File: src/logic/rv_hazard_macros.svh
/*
 * widths, opcodes and flush length shared by the decode hazard unit
 * include wherever one of these constants is needed
 */
`ifndef RV_HAZARD_MACROS_SVH
`define RV_HAZARD_MACROS_SVH

// datapath widths
`define RV_XLEN          32
`define RV_REG_W         5         // x0..x31

// opcodes handled in decode
`define RV_OP_BRANCH     7'b1100011
`define RV_OP_JAL        7'b1101111
`define RV_OP_JALR       7'b1100111

// funct3 of the early-resolved branches
`define RV_FUNCT3_BEQ    3'b000
`define RV_FUNCT3_BNE    3'b001

// flush window after a redirect, in cycles
`define RV_FLUSH_CYCLES  2
`define RV_FLUSH_CNT_W   2         // wide enough for RV_FLUSH_CYCLES

`endif

File: src/logic/rv_hazard_pkg.sv
/*
 * vector, enum and struct types of the decode hazard unit
 * modules import this inside their body
 */
`default_nettype none

`include "rv_hazard_macros.svh"

package rv_hazard_pkg;

    typedef logic [`RV_XLEN-1:0]  xlen_t;      // data word or address
    typedef logic [`RV_REG_W-1:0] reg_idx_t;   // register index
    typedef logic [31:0]          inst_t;      // raw instruction

    // forwarding source of an operand
    typedef enum logic [1:0] {
        FWD_REG = 2'b00,   // register file read
        FWD_WB  = 2'b01,   // MEM/WB write-back data
        FWD_MEM = 2'b10    // EX/MEM alu result
    } fwd_sel_e;

    typedef struct packed {
        xlen_t pc;
        inst_t inst;
    } id_inst_t;                               // 64 bits

    typedef struct packed {
        reg_idx_t rs1;
        reg_idx_t rs2;
        reg_idx_t rd;
        logic     reg_we;                      // active high
        logic     mem_read;                    // load in EX
    } id_ex_info_t;                            // 17 bits

    typedef struct packed {
        reg_idx_t rd;
        logic     reg_we;
        logic     mem_read;                    // load in MEM with data not ready yet
        xlen_t    alu_result;
    } ex_mem_info_t;                           // 39 bits

    typedef struct packed {
        reg_idx_t rd;
        logic     reg_we;
        xlen_t    wb_data;
    } mem_wb_info_t;                           // 38 bits

    typedef struct packed {
        logic     is_beq;
        logic     is_bne;
        logic     is_jal;
        logic     is_jalr;
        logic     uses_rs1;
        logic     uses_rs2;
        reg_idx_t rs1;
        reg_idx_t rs2;
        xlen_t    imm;                         // sign-extended B, J or I immediate
    } inst_class_t;                            // 48 bits

    typedef struct packed {
        logic  taken;
        xlen_t target;
    } redirect_t;                              // 33 bits

endpackage

`default_nettype wire

File: src/logic/inst_classifier.sv
/*
 * decode-stage classification: beq/bne/jal/jalr flags, operand use,
 * register indices and the sign-extended immediate
 */
`timescale 1ns/100ps
`default_nettype none

`include "rv_hazard_macros.svh"

module inst_classifier (
    input  wire rv_hazard_pkg::id_inst_t    id_inst_i,
    output rv_hazard_pkg::inst_class_t      cls_o
);
    import rv_hazard_pkg::*;

    inst_t      inst;
    logic [6:0] opcode;
    logic [2:0] funct3;
    logic       is_branch;             // any conditional branch opcode
    xlen_t      imm_b, imm_j, imm_i;

    assign inst   = id_inst_i.inst;
    assign opcode = inst[6:0];
    assign funct3 = inst[14:12];

    // immediates, bit 0 of B/J is implicit zero
    assign imm_b = {{20{inst[31]}}, inst[7], inst[30:25], inst[11:8], 1'b0};
    assign imm_j = {{12{inst[31]}}, inst[19:12], inst[20], inst[30:21], 1'b0};
    assign imm_i = {{20{inst[31]}}, inst[31:20]};

    assign is_branch = (opcode == `RV_OP_BRANCH);

    always_comb begin
        cls_o          = '0;
        cls_o.rs1      = inst[19:15];
        cls_o.rs2      = inst[24:20];
        cls_o.is_beq   = is_branch && (funct3 == `RV_FUNCT3_BEQ);
        cls_o.is_bne   = is_branch && (funct3 == `RV_FUNCT3_BNE);
        cls_o.is_jal   = (opcode == `RV_OP_JAL);
        cls_o.is_jalr  = (opcode == `RV_OP_JALR) && (funct3 == 3'b000);
        // branches read both sources, jalr only rs1, jal none
        cls_o.uses_rs1 = is_branch || cls_o.is_jalr;
        cls_o.uses_rs2 = is_branch;

        case (opcode)
            `RV_OP_BRANCH: cls_o.imm = imm_b;    // pc relative
            `RV_OP_JAL:    cls_o.imm = imm_j;    // pc relative
            `RV_OP_JALR:   cls_o.imm = imm_i;    // rs1 relative
            default:       cls_o.imm = '0;       // not a control transfer
        endcase
    end

endmodule

`default_nettype wire

File: src/logic/hazard_ctrl.sv
/*
 * forwarding selects for EX and for the decode compare, plus the stall level
 * stall covers load-use and early branch/jalr operands not yet available
 */
`timescale 1ns/100ps
`default_nettype none

module hazard_ctrl (
    input  wire rv_hazard_pkg::inst_class_t  cls_i,
    input  wire rv_hazard_pkg::id_ex_info_t  id_ex_i,
    input  wire rv_hazard_pkg::ex_mem_info_t ex_mem_i,
    input  wire rv_hazard_pkg::mem_wb_info_t mem_wb_i,
    output rv_hazard_pkg::fwd_sel_e          fwd_a_o,
    output rv_hazard_pkg::fwd_sel_e          fwd_b_o,
    output rv_hazard_pkg::fwd_sel_e          id_sel_a_o,
    output rv_hazard_pkg::fwd_sel_e          id_sel_b_o,
    output logic                             stall_o
);
    import rv_hazard_pkg::*;

    logic needs_early;     // resolved in decode, needs final operand values
    logic id_ex_dep;       // EX instr writes a reg the decode instr reads
    logic ex_mem_ld_dep;   // load in MEM writes a reg the decode instr reads
    logic load_use;

    // writer hits a register index, x0 never forwards
    function automatic logic hit(input logic we, input reg_idx_t rd, input reg_idx_t idx);
        return we && (rd != '0) && (rd == idx);
    endfunction

    // hit on either source actually read by the decode instr
    function automatic logic dep(input logic we, input reg_idx_t rd, input inst_class_t c);
        return (c.uses_rs1 && hit(we, rd, c.rs1)) || (c.uses_rs2 && hit(we, rd, c.rs2));
    endfunction

    // priority pick, youngest producer first
    function automatic fwd_sel_e pick(input reg_idx_t idx, input ex_mem_info_t em,
                                      input mem_wb_info_t mw);
        fwd_sel_e sel;
        if (hit(em.reg_we, em.rd, idx))
            sel = FWD_MEM;
        else if (hit(mw.reg_we, mw.rd, idx))
            sel = FWD_WB;
        else
            sel = FWD_REG;
        return sel;
    endfunction

    // EX operands, against the instr now in ID/EX
    assign fwd_a_o = pick(id_ex_i.rs1, ex_mem_i, mem_wb_i);
    assign fwd_b_o = pick(id_ex_i.rs2, ex_mem_i, mem_wb_i);

    // decode operands for the beq/bne compare and jalr base
    assign id_sel_a_o = pick(cls_i.rs1, ex_mem_i, mem_wb_i);
    assign id_sel_b_o = pick(cls_i.rs2, ex_mem_i, mem_wb_i);

    assign needs_early = cls_i.is_beq || cls_i.is_bne || cls_i.is_jalr;

    assign id_ex_dep     = dep(id_ex_i.reg_we, id_ex_i.rd, cls_i);
    assign ex_mem_ld_dep = ex_mem_i.mem_read && dep(ex_mem_i.reg_we, ex_mem_i.rd, cls_i);

    assign load_use = id_ex_i.mem_read && id_ex_dep;    // any reader of a load

    // result still in EX, or load data still in MEM, too late for decode
    assign stall_o = load_use
                   || (needs_early && id_ex_dep)
                   || (needs_early && ex_mem_ld_dep);

endmodule

`default_nettype wire

File: src/logic/branch_resolver.sv
/*
 * decode-stage resolution of beq/bne and jal/jalr
 * forwarded operands compared for equality and target formed as pc or rs1 plus imm
 */
`timescale 1ns/100ps
`default_nettype none

`include "rv_hazard_macros.svh"

module branch_resolver (
    input  wire rv_hazard_pkg::inst_class_t  cls_i,
    input  wire rv_hazard_pkg::xlen_t        pc_i,
    input  wire rv_hazard_pkg::xlen_t        rs1_data_i,
    input  wire rv_hazard_pkg::xlen_t        rs2_data_i,
    input  wire rv_hazard_pkg::ex_mem_info_t ex_mem_i,
    input  wire rv_hazard_pkg::mem_wb_info_t mem_wb_i,
    input  wire rv_hazard_pkg::fwd_sel_e     id_sel_a_i,
    input  wire rv_hazard_pkg::fwd_sel_e     id_sel_b_i,
    input  wire                              stall_i,
    output rv_hazard_pkg::redirect_t         redirect_o
);
    import rv_hazard_pkg::*;

    xlen_t op_a, op_b;     // forwarded rs1 / rs2
    xlen_t base, sum;
    logic  equal;
    logic  cond_taken;

    // 3-way forwarding mux
    function automatic xlen_t fwd_mux(input fwd_sel_e sel, input xlen_t reg_val,
                                      input xlen_t mem_val, input xlen_t wb_val);
        xlen_t val;
        case (sel)
            FWD_MEM: val = mem_val;
            FWD_WB:  val = wb_val;
            default: val = reg_val;
        endcase
        return val;
    endfunction

    assign op_a = fwd_mux(id_sel_a_i, rs1_data_i, ex_mem_i.alu_result, mem_wb_i.wb_data);
    assign op_b = fwd_mux(id_sel_b_i, rs2_data_i, ex_mem_i.alu_result, mem_wb_i.wb_data);

    assign equal      = (op_a == op_b);
    assign cond_taken = (cls_i.is_beq && equal) || (cls_i.is_bne && !equal);

    assign base = cls_i.is_jalr ? op_a : pc_i;   // jalr is rs1 relative
    assign sum  = base + cls_i.imm;

    // stalled instr redirects once its operands are in
    assign redirect_o.taken  = !stall_i && (cls_i.is_jal || cls_i.is_jalr || cond_taken);
    assign redirect_o.target = cls_i.is_jalr ? {sum[`RV_XLEN-1:1], 1'b0} : sum;

endmodule

`default_nettype wire

File: src/logic/flush_ctrl.sv
/*
 * flush window after a taken redirect
 * loads only when idle, flush_o high while the count is non-zero
 */
`timescale 1ns/100ps
`default_nettype none

`include "rv_hazard_macros.svh"

module flush_ctrl (
    input  wire  clk,
    input  wire  rst_n_i,
    input  wire  redirect_taken_i,
    output logic flush_o
);
    logic [`RV_FLUSH_CNT_W-1:0] cnt_q, cnt_d;

    always_comb begin
        if (cnt_q != '0)
            cnt_d = cnt_q - 1'b1;                                 // window running, no reload
        else if (redirect_taken_i)
            cnt_d = `RV_FLUSH_CNT_W'(`RV_FLUSH_CYCLES);           // open window
        else
            cnt_d = '0;
    end

    always_ff @(posedge clk) begin
        if (!rst_n_i) begin
            cnt_q   <= '0;
            flush_o <= 1'b0;
        end else begin
            cnt_q   <= cnt_d;
            flush_o <= (cnt_d != '0);    // tracks cnt_q != 0
        end
    end

endmodule

`default_nettype wire

File: src/logic/branch_hazard_top.sv
/*
 * decode hazard unit top: classifier, hazard control, branch resolver, flush
 * redirect and stall are combinational, flush is registered
 */
`timescale 1ns/100ps
`default_nettype none

module branch_hazard_top (
    input  wire                              clk,
    input  wire                              rst_n_i,
    input  wire rv_hazard_pkg::id_inst_t     id_inst_i,
    input  wire rv_hazard_pkg::xlen_t        rs1_data_i,
    input  wire rv_hazard_pkg::xlen_t        rs2_data_i,
    input  wire rv_hazard_pkg::id_ex_info_t  id_ex_i,
    input  wire rv_hazard_pkg::ex_mem_info_t ex_mem_i,
    input  wire rv_hazard_pkg::mem_wb_info_t mem_wb_i,
    output rv_hazard_pkg::fwd_sel_e          fwd_a_o,
    output rv_hazard_pkg::fwd_sel_e          fwd_b_o,
    output logic                             stall_o,
    output rv_hazard_pkg::redirect_t         redirect_o,
    output logic                             flush_o
);
    import rv_hazard_pkg::*;

    inst_class_t cls;                  // decoded decode-stage instr
    fwd_sel_e    id_sel_a, id_sel_b;   // decode operand sources

    inst_classifier u_classifier (
        .id_inst_i (id_inst_i),
        .cls_o     (cls)
    );

    hazard_ctrl u_hazard (
        .cls_i      (cls),
        .id_ex_i    (id_ex_i),
        .ex_mem_i   (ex_mem_i),
        .mem_wb_i   (mem_wb_i),
        .fwd_a_o    (fwd_a_o),
        .fwd_b_o    (fwd_b_o),
        .id_sel_a_o (id_sel_a),
        .id_sel_b_o (id_sel_b),
        .stall_o    (stall_o)
    );

    branch_resolver u_resolver (
        .cls_i      (cls),
        .pc_i       (id_inst_i.pc),
        .rs1_data_i (rs1_data_i),
        .rs2_data_i (rs2_data_i),
        .ex_mem_i   (ex_mem_i),
        .mem_wb_i   (mem_wb_i),
        .id_sel_a_i (id_sel_a),
        .id_sel_b_i (id_sel_b),
        .stall_i    (stall_o),
        .redirect_o (redirect_o)
    );

    flush_ctrl u_flush (
        .clk              (clk),
        .rst_n_i          (rst_n_i),
        .redirect_taken_i (redirect_o.taken),
        .flush_o          (flush_o)
    );

endmodule

`default_nettype wire

File: config.mk
export PLATFORM = sky130hd
export DESIGN_NAME = branch_hazard_top
export DESIGN_NICKNAME = d
export VERILOG_FILES = /design/src/logic/rv_hazard_pkg.sv /design/src/logic/inst_classifier.sv /design/src/logic/hazard_ctrl.sv /design/src/logic/branch_resolver.sv /design/src/logic/flush_ctrl.sv /design/src/logic/branch_hazard_top.sv
export VERILOG_INCLUDE_DIRS = /design/src /design/src/logic
export SDC_FILE = /design/constraint.sdc
export NUM_CORES = 1
export LEC_CHECK = 0
export CAP_MARGIN = 20
export CORE_MARGIN = 10
export CORE_UTILIZATION = 61
export DETAILED_ROUTE_END_ITERATION = 16
export DONT_BUFFER_PORTS = 1
export PLACE_DENSITY = 0.77
export RECOVER_POWER = 25
export SYNTH_ARGS = -nofsm -noshare
export SYNTH_HDL_FRONTEND = slang
export SYNTH_SLANG_ARGS = --single-unit
File: constraint.sdc
create_clock -name clk -period 9.3 [get_ports clk]
set_input_delay 0.93 -clock clk [delete_from_list [all_inputs] [get_ports clk]]
set_output_delay 0.93 -clock clk [all_outputs]
set_load 0.05 [all_outputs]
==> results list, run 1 <==
- In the synthesized netlist the async set-or-reset flop fraction comes to 0%.
* Area share of the leading cell type in the synthesized netlist: 9.26%
* Vias in the first global route: 7393
* Startpoint class of the critical path: primary input
- Initial antenna violation count: 1
- In the synthesized netlist the dominant register cell turns out to be sky130_fd_sc_hd__dfxtp_1.
- The clock passes through at most 2 buffers.
- Yosys Warn Count: 0
* Count of max-cap constraint violations: 0
* Total of fill cells in the finished design: 949
- Power per unit of standard cell area: 48.7 mW/mm2
- The cell area that synthesis handed to floorplanning was 0.00596 mm2.
- The smallest clock period supported by the final layout is computed as 7750 ps.
* Peak supply drop: 0.0782 mV
* Leakage power: 0.00251 uW
* DRC viols: 0
- Number of top-level pins: 263
* Critical path buffers and inverters: 0
- The highest layer touched by signal routing is met4.
- Tightest Pin Transition: 1220 ps
- The number of nets in the synthesized netlist is 1135.
- The initial utilization of the core area, before any placement, comes to 61.8%.
- In the finished design, the share of the clock period the worst path needs comes to 83.4%.
- The biggest area contributor in the post-synthesis netlist is sky130_fd_sc_hd__xnor2_1.
- The routed layout has 7607 vias.
- Routed Wire Length: 26.9 mm
- Dividing the detail-routed wire length by the instance count gives 27.6 um.
- All-Layer GR Usage: 35.3%
* RSZ-0062 raised after global routing: false
- TritonCTS built the clock tree.
- Area of the die: 0.0141 mm2
- The kind of cell with the highest combined delay along the critical path is compound AO/OA/AOI/OAI gates.
* Psw: 169 uW
- Part of the total power dissipated in sequential elements: 4.4%
- In this run the tightest slew margin relative to its limit is 18.5%.
- In the final routing, the length of wire on met1 measures 9.25 mm.
- Detail Route Antenna Nets: 0
* Max Clock Freq: 129 MHz
- In this run the worst path has a maximum fanout of 34.
* Mean number of vias per cell: 7.81
* Initial DRC Count: 1085
* Post-CTS setup buffers: 0
* Most common library cell in the layout ignoring fill and taps: sky130_fd_sc_hd__nor2_1
- Number of CTS-inserted buffers: 3
- Internal power: 127 uW
- Width of the chip: 119 um
- The run finished with clean final reports.
- Sink Count: 3
- In this run the number of H-tree levels came out at 1.
- EDFF count, synth: 0
* Cells resized by post-CTS repair: 0
- The critical path is of the primary input to output pin type.
* Count of endpoints failing hold in the final timing report: 0
* Switching power share of the total: 57.2%
- Clock latency of the later-clocked register in the worst-skew pair: 230 ps
- The HPWL after detailed placement is 21.4 mm.
- Data arrival time at the worst-slack endpoint: 6820 ps
- Critical path's slowest cell: sky130_fd_sc_hd__or4b_1
- In this run, the clock network consumes 14.5% of the power.
* Number of search-and-repair iterations in the first detailed-routing pass: 6
* Nature of the critical path endpoint: output pin
- Final GP Congestion: 1.10
- The die is 119 um tall.
* Global-route wire length before repair: 41.3 mm
- Accumulated negative setup slack: 0 ps
- Across the routed clock network, the largest skew measured is 1.47 ps.
* Hold Buf Count CTS: 0
* Leading cell types in the layout, fill and taps excluded: 71 x sky130_fd_sc_hd__nor2_1, 63 x sky130_fd_sc_hd__a21oi_1, 63 x sky130_fd_sc_hd__xnor2_1
- At the worst endpoint, the required time is 8370 ps.
* Worst-path clk slew: 40 ps
- The share of total power dissipated in combinational logic is 81.1%.
* Clk Tree Root Cell: sky130_fd_sc_hd__clkbuf_8
- The number of max-slew violations in the final report is 0.
* Synth top area cells: sky130_fd_sc_hd__xnor2_1 9.3%, sky130_fd_sc_hd__ha_1 6.5%, sky130_fd_sc_hd__a21o_1 5.4%
- The number of placed instances, taps included, is 969.
* Gate count after technology mapping: 879
- Layout overhead on the synthesized area: 1.93%
* Cell chain of the critical path: nand3_1 > nor3b_1 > nand2_1 > or4b_1 > a21o_1 > ha_1 > fa_1 > a21o_1 > a21oi_1 > o21bai_1 > a21oi_1 > o221ai_1 > a221o_1 > a21oi_1 > o31ai_1 > a21boi_0 > o21bai_1 > xor2_1
- Fraction of final layout cells with drive strength greater than 1: 6.43%
* Count of unique library cells instantiated by Yosys: 70
- Entering global routing, the biggest net connects 50 pins.
- IO Port Bufs: 0
- Total Nets Final: 1097
- Longest individual stage delay on the worst path: 1020 ps
* Mapped Avg Cell Area: 6.78 um2
- Area of the core: 0.00964 mm2
- Counting flops and latches in the post-synthesis netlist gives 3.
- Row cnt: 36
* Worst hold-check slack: 483 ps
- Count of endpoints failing setup in the final report: 0
- Filler-free cell count of the finished design: 974
- Total power for the finished layout comes to 295 uW.
- Part of the Yosys area used for sequential elements: 1.01%
- Type of the tightest min-delay check: flip-flop to flip-flop
* Metal3 WL: 3.95 mm
- The total overflow left after global routing is 0.
* Routed met2 length: 12.0 mm
* Critical path's most frequent cell: sky130_fd_sc_hd__a21oi_1
## path summary, 6_finish.rpt
| check | from | to | slack, ps | cells after the start |
|---|---|---|---|---|
| setup / recovery | id_inst_i[5] | redirect_o[24] | 1550 | 18 |
| hold / removal | u_flush.cnt_q[1] | u_flush.cnt_q[0] | 480 | 2 |
| setup reg to reg | u_flush.cnt_q[1] | u_flush.cnt_q[1] | 8300 | 5 |
| hold reg to reg | u_flush.cnt_q[1] | u_flush.cnt_q[0] | 480 | 2 |
## layer usage
layer	vias up	global-route usage, %
met2	646	57.6
met3	134	13.7
met1	3485	38.4
met4	0	20.6
li1	3342	-
met5	-	0
## power groups by stage
stage	clock (uW)	sequential (uW)	combinational, uW
2_1_floorplan	0	13.3	196
6_report	42.8	13.1	239
5_1_grt	43.8	13.1	256
4_1_cts	42.5	13.1	234
3_5_place_dp	0	13.3	233
3_3_place_gp	0	13.3	226
## state kept, by name (all words and copies together) (netlist names)
name and flops:
u_flush.cnt_q 2, u_flush.flush_o 1
## per-stage QoR
step / area (um2) / worst slack, ps / util [%]
global placement: 6030 / 1910 / 62.5
floorplan: 5960 / 1580 / -
finish: 6070 / 1550 / 63.0
detailed placement: 6040 / 1740 / 62.7
global route: 6070 / 1210 / 63.0
CTS: 6090 / 1720 / 63.1
## worst register-to-register path: cells and delay by family (launching register included)
kind,cells,cell delay [ps]
DFF,1,380
AOI/OAI and AO/OA,2,270
and+or+nand+nor,3,210
## layout make-up
cell class	count	area (um2)	area share [%]
clock buffers	4	45.0	0.742
multi-input cells	797	5580	91.9
diodes	1	2.50	0.0412
well taps	133	166	2.74
flip-flops and latches	3	60.1	0.989
repair buffers	25	176	2.91
inverters	11	41.3	0.680
## cell families (layout without fill, tap and decap cells)
group	Yosys count	after routing	synth area share, %
xor gates and xnor gates	93	93	13.7
DFF	3	3	1.01
other	0	1	0
and+or+nand+nor	287	287	25.4
adders and majority gates	32	32	6.85
buffers and inverters	79	40	5.82
muxes	21	21	3.63
AOI/OAI and AO/OA	364	364	43.6
## synth_stat cells, types with 3 or more instances
cell,n
sky130_fd_sc_hd__inv_1,11
sky130_fd_sc_hd__and3_4,4
sky130_fd_sc_hd__a211oi_1,41
sky130_fd_sc_hd__nor4_1,9
sky130_fd_sc_hd__a221oi_1,3
sky130_fd_sc_hd__buf_6,4
sky130_fd_sc_hd__nor2_1,71
sky130_fd_sc_hd__a21boi_0,26
sky130_fd_sc_hd__buf_1,5
sky130_fd_sc_hd__o22ai_1,17
sky130_fd_sc_hd__a221o_1,20
sky130_fd_sc_hd__a21boi_1,8
sky130_fd_sc_hd__nor3b_1,7
sky130_fd_sc_hd__xnor2_1,63
sky130_fd_sc_hd__o21ai_1,3
sky130_fd_sc_hd__o221ai_1,20
sky130_fd_sc_hd__and4_1,4
sky130_fd_sc_hd__clkbuf_1,45
sky130_fd_sc_hd__o2111ai_1,3
sky130_fd_sc_hd__a21oi_1,63
sky130_fd_sc_hd__nand3_1,52
sky130_fd_sc_hd__a22o_1,5
sky130_fd_sc_hd__nor3_1,10
sky130_fd_sc_hd__and3_1,33
sky130_fd_sc_hd__and2_1,9
sky130_fd_sc_hd__o21bai_1,7
sky130_fd_sc_hd__a211o_1,5
sky130_fd_sc_hd__or4_1,12
sky130_fd_sc_hd__xor2_1,30
sky130_fd_sc_hd__ha_1,31
sky130_fd_sc_hd__a31oi_1,7
sky130_fd_sc_hd__dfxtp_1,3
sky130_fd_sc_hd__mux2i_1,18
sky130_fd_sc_hd__nand4_1,9
sky130_fd_sc_hd__o211ai_1,9
sky130_fd_sc_hd__buf_2,13
sky130_fd_sc_hd__a22oi_1,7
sky130_fd_sc_hd__a2111oi_0,8
sky130_fd_sc_hd__a21o_1,43
sky130_fd_sc_hd__nand2b_1,4
sky130_fd_sc_hd__o21ai_0,45
sky130_fd_sc_hd__o31ai_1,4
sky130_fd_sc_hd__nor2b_1,10
sky130_fd_sc_hd__nand2_1,43
sky130_fd_sc_hd__or3_1,3
No activity file was read; power rests on OpenSTA's default activity.
==> inputs of run 2 (changes only) <==
PLACE_DENSITY = 0.8   (was 0.77)
clock period = 6.5 ns   (was 9.3 ns; I/O delays follow)
==> run 2 against run 1 <==
The flow now finishes with violations (max-capacitance violations, max-slew violations); sequential power is 44% higher; register-to-register slack worse by 2900 ps; via count is 1.6% higher; non-clock buffer count is 31 higher; sequential share of layout area is 0.059 points lower; clock skew is 0.84 ps higher; clock-buffer cell count stayed put; design area is 6.4% higher; clock power is 45% higher; first-iteration DRC count is 23% higher; global-route usage is 0.66 points higher; critical endpoint is now redirect_o[28]; largest cell class unchanged.
==> results list, run 2 (synthesis results as in run 1) <==
* Result of the run: complete, but fails checks
- The final reports fail on max-capacitance violations, max-slew violations.
- Routed Wire Length: 27.6 mm (+2.7%)
* Critical path's slowest cell: sky130_fd_sc_hd__or4_4
- The detailed router used layers up to and including met4.
- Metal3 WL: 3.77 mm (-4.5%)
- The total via count in the routed design is 7732 (+1.6%).
- Max Root-Sink Buffers: 2 (unchanged)
- Clock latency of the later-clocked register in the worst-skew pair: 230 ps (about the same)
- Routed met2 length: 12.7 mm (+6.1%)
- Vias in the first global route: 7282 (-1.5%)
- Average routed wire per standard cell: 27.5 um (-0.50%)
- The maximum number of pins on one net before global-route repair came to 48 (-4.0%).
- Total of fill cells in the finished design: 891 (-6.1%)
- Initial antenna violation count: 0 (-1)
- Internal power: 203 uW (+60%)
- Global-route wire length before repair: 41.8 mm (+1.1%)
- Cell chain of the critical path: or4_4 > o211a_4 > and3_1 > nor2_1 > a211oi_1 > a21o_1 > fa_1 > a21o_1 > a21oi_1 > o21bai_1 > a21oi_1 > o221ai_1 > a221o_1 > a21oi_2 > o31ai_2 > a211oi_2 > o21ai_0 > xor2_2 > buf_12
- Power per unit of standard cell area: 70.3 mW/mm2 (+44%)
- The fraction of power spent switching nets was 55.3% (-1.9 points).
* Final period util: 95.2%
- The largest fanout on the critical path came to 45 (+32%).
* Max Clock Freq: 162 MHz
* Hold Buf Count CTS: 0 (unchanged)
- Leaving out fill and tap cells, the most frequent cell in the layout is sky130_fd_sc_hd__nor2_1.
- In this run the clock root is driven by a sky130_fd_sc_hd__clkbuf_8.
* Number of search-and-repair iterations in the first detailed-routing pass: 6 (unchanged)
- All-Layer GR Usage: 36.0% (+0.66 points)
* Number of CTS-inserted buffers: 3 (unchanged)
- Worst setup path category: primary input to output pin
- Startpoint class of the critical path: primary input
- The number of buffers inserted by port buffering was 0 (unchanged).
* Area of the core: 0.00964 mm2 (unchanged)
- The largest registers in the layout are u_flush.cnt_q: 2 flops, u_flush.flush_o: 1 flops.
- The global placement routability congestion came to 0.996 (-9.9%).
* Worst-path clk slew: 40 ps (about the same)
* Number of top-level pins: 263 (unchanged)
- The clock sink count is 3 (unchanged).
* Starting utilization of the core area: 61.8% (unchanged)
- Overall die height: 119 um (unchanged)
- The number of remaining DRC errors came to 0 (unchanged).
* Leading cell types in the layout, fill and taps excluded: 71 x sky130_fd_sc_hd__nor2_1, 62 x sky130_fd_sc_hd__a21oi_1, 60 x sky130_fd_sc_hd__xnor2_1
- The width of the die is 119 um (unchanged).
* Count of endpoints failing setup in the final report: 0 (unchanged)
* Layout overhead on the synthesized area: 8.44%
- The number of core rows was 36 (unchanged).
- The full die area came to 0.0141 mm2 (unchanged).
* Tmin final: 6190 ps
* Detail Route Antenna Nets: 0 (unchanged)
- The final setup TNS came to 0 ps (unchanged).
- The max-cap violation count was 1 (+1).
- Part of the total power dissipated in sequential elements: 4.1% (-0.3 points)
* Dpl hpwl: 22.0 mm (+2.8%)
* Total Nets Final: 1128 (+2.8%)
* Critical path buffers and inverters: 1 (+1)
- Counting flops per register, the top entry is u_flush.cnt_q.
- TritonCTS clock tree: yes
- The final core area utilization came to 67.0% (+4.0 points).
- RSZ-0062 raised after global routing: false
* Peak supply drop: 0.106 mV (+36%)
* Slew Limit Headroom: -15.7% (-34 points)
* Fraction of final layout cells with drive strength greater than 1: 10.7% (+4.2 points)
- Tightest Pin Transition: 1740 ps (+514 ps)
- Post-route met1 wirelength: 9.74 mm (+5.2%)
- Type of the tightest min-delay check: flip-flop to flip-flop
- STA classifies the critical path endpoint as an output pin.
* Global-route congestion overflow total: 0 (unchanged)
- Initial DRC Count: 1334 (+23%)
- Psw: 251 uW (+49%)
- The data arrival at the endpoint of the critical path is 5540 ps (-1280 ps).
- The number of max-slew violations in the final report came to 34 (+34).
- Clock power share: 13.7% (-0.8 points)
* Worst hold-check slack: 498 ps (+14.5 ps)
- Combinational Power Share: 82.2% (+1.1 points)
* Kind of cell adding the most delay to the critical path: compound AO/OA/AOI/OAI gates
* Count of endpoints failing hold in the final timing report: 0 (unchanged)
- The via density per instance came to 7.69 (-1.5%).
* Clock Skews: 2.30 ps (+0.836 ps)
* Leakage power: 0.00271 uW (+8.1%)
* Htree depth: 1 (unchanged)
* Longest individual stage delay on the worst path: 570 ps (-450 ps)
* Max FFs per register: 2 (unchanged)
- The required time reported for the critical path endpoint is 5850 ps (-2520 ps).
-- run 2: area by class of cell --
type                            instances  area [um2]  area share (%)
Antenna cell                            1        2.50          0.0387
Clock buffer                            4        45.0           0.697
Inverter                               11        41.3           0.639
Multi-Input combinational cell        797        5640            87.4
Sequential cell                         3        60.1           0.930
Tap cell                              133         166            2.58
Timing Repair Buffer                   56         502            7.77
-- run 2: repair_timing --
item,CTS,global route
endpoints found under the setup margin,0,6
resized for setup,0,2
endpoints found under the hold margin,0,0
setup buffers,0,0
-- run 2: worst reg2reg max path: cells and delay by family (launching register included) --
family / cells / cell delay (ps)
compound gates: 2 / 310
simple gates: 2 / 280
flops: 1 / 350
-- run 2: worst paths after layout --
check,from,to,slack (ps),cells after the start
worst max-delay path,mem_wb_i[33],redirect_o[28],310,19
worst min-delay path,u_flush.cnt_q[1],u_flush.cnt_q[0],500,2
worst max register to register,u_flush.cnt_q[0],u_flush.flush_o,5390,4
worst min register to register,u_flush.cnt_q[1],u_flush.cnt_q[0],500,2
-- run 2: metal layers --
| metal | track usage, % | up-vias |
|---|---|---|
| met5 | 0 | - |
| met4 | 16.0 | 0 |
| met3 | 10.6 | 107 |
| met2 | 59.6 | 649 |
| met1 | 42.1 | 3573 |
| li1 | - | 3403 |
-- run 2: per-stage QoR --
step,setup slack (ps),total power [uW],cell area [um2],cells
floorplan,-20.3,303,6010,879
global placement,276,374,6430,1000
detailed placement,146,382,6430,1000
CTS,141,445,6470,1004
global route,30.8,478,6460,1004
finish,313,454,6460,1005
-- run 2: power groups by stage --
stage / clock network (uW) / registers (uW) / logic (uW)
2_1_floorplan: 0 / 19.1 / 284
3_3_place_gp: 0 / 19.1 / 355
3_5_place_dp: 0 / 19.1 / 363
4_1_cts: 60.1 / 18.8 / 366
5_1_grt: 63.0 / 18.8 / 397
6_report: 62.1 / 18.8 / 373
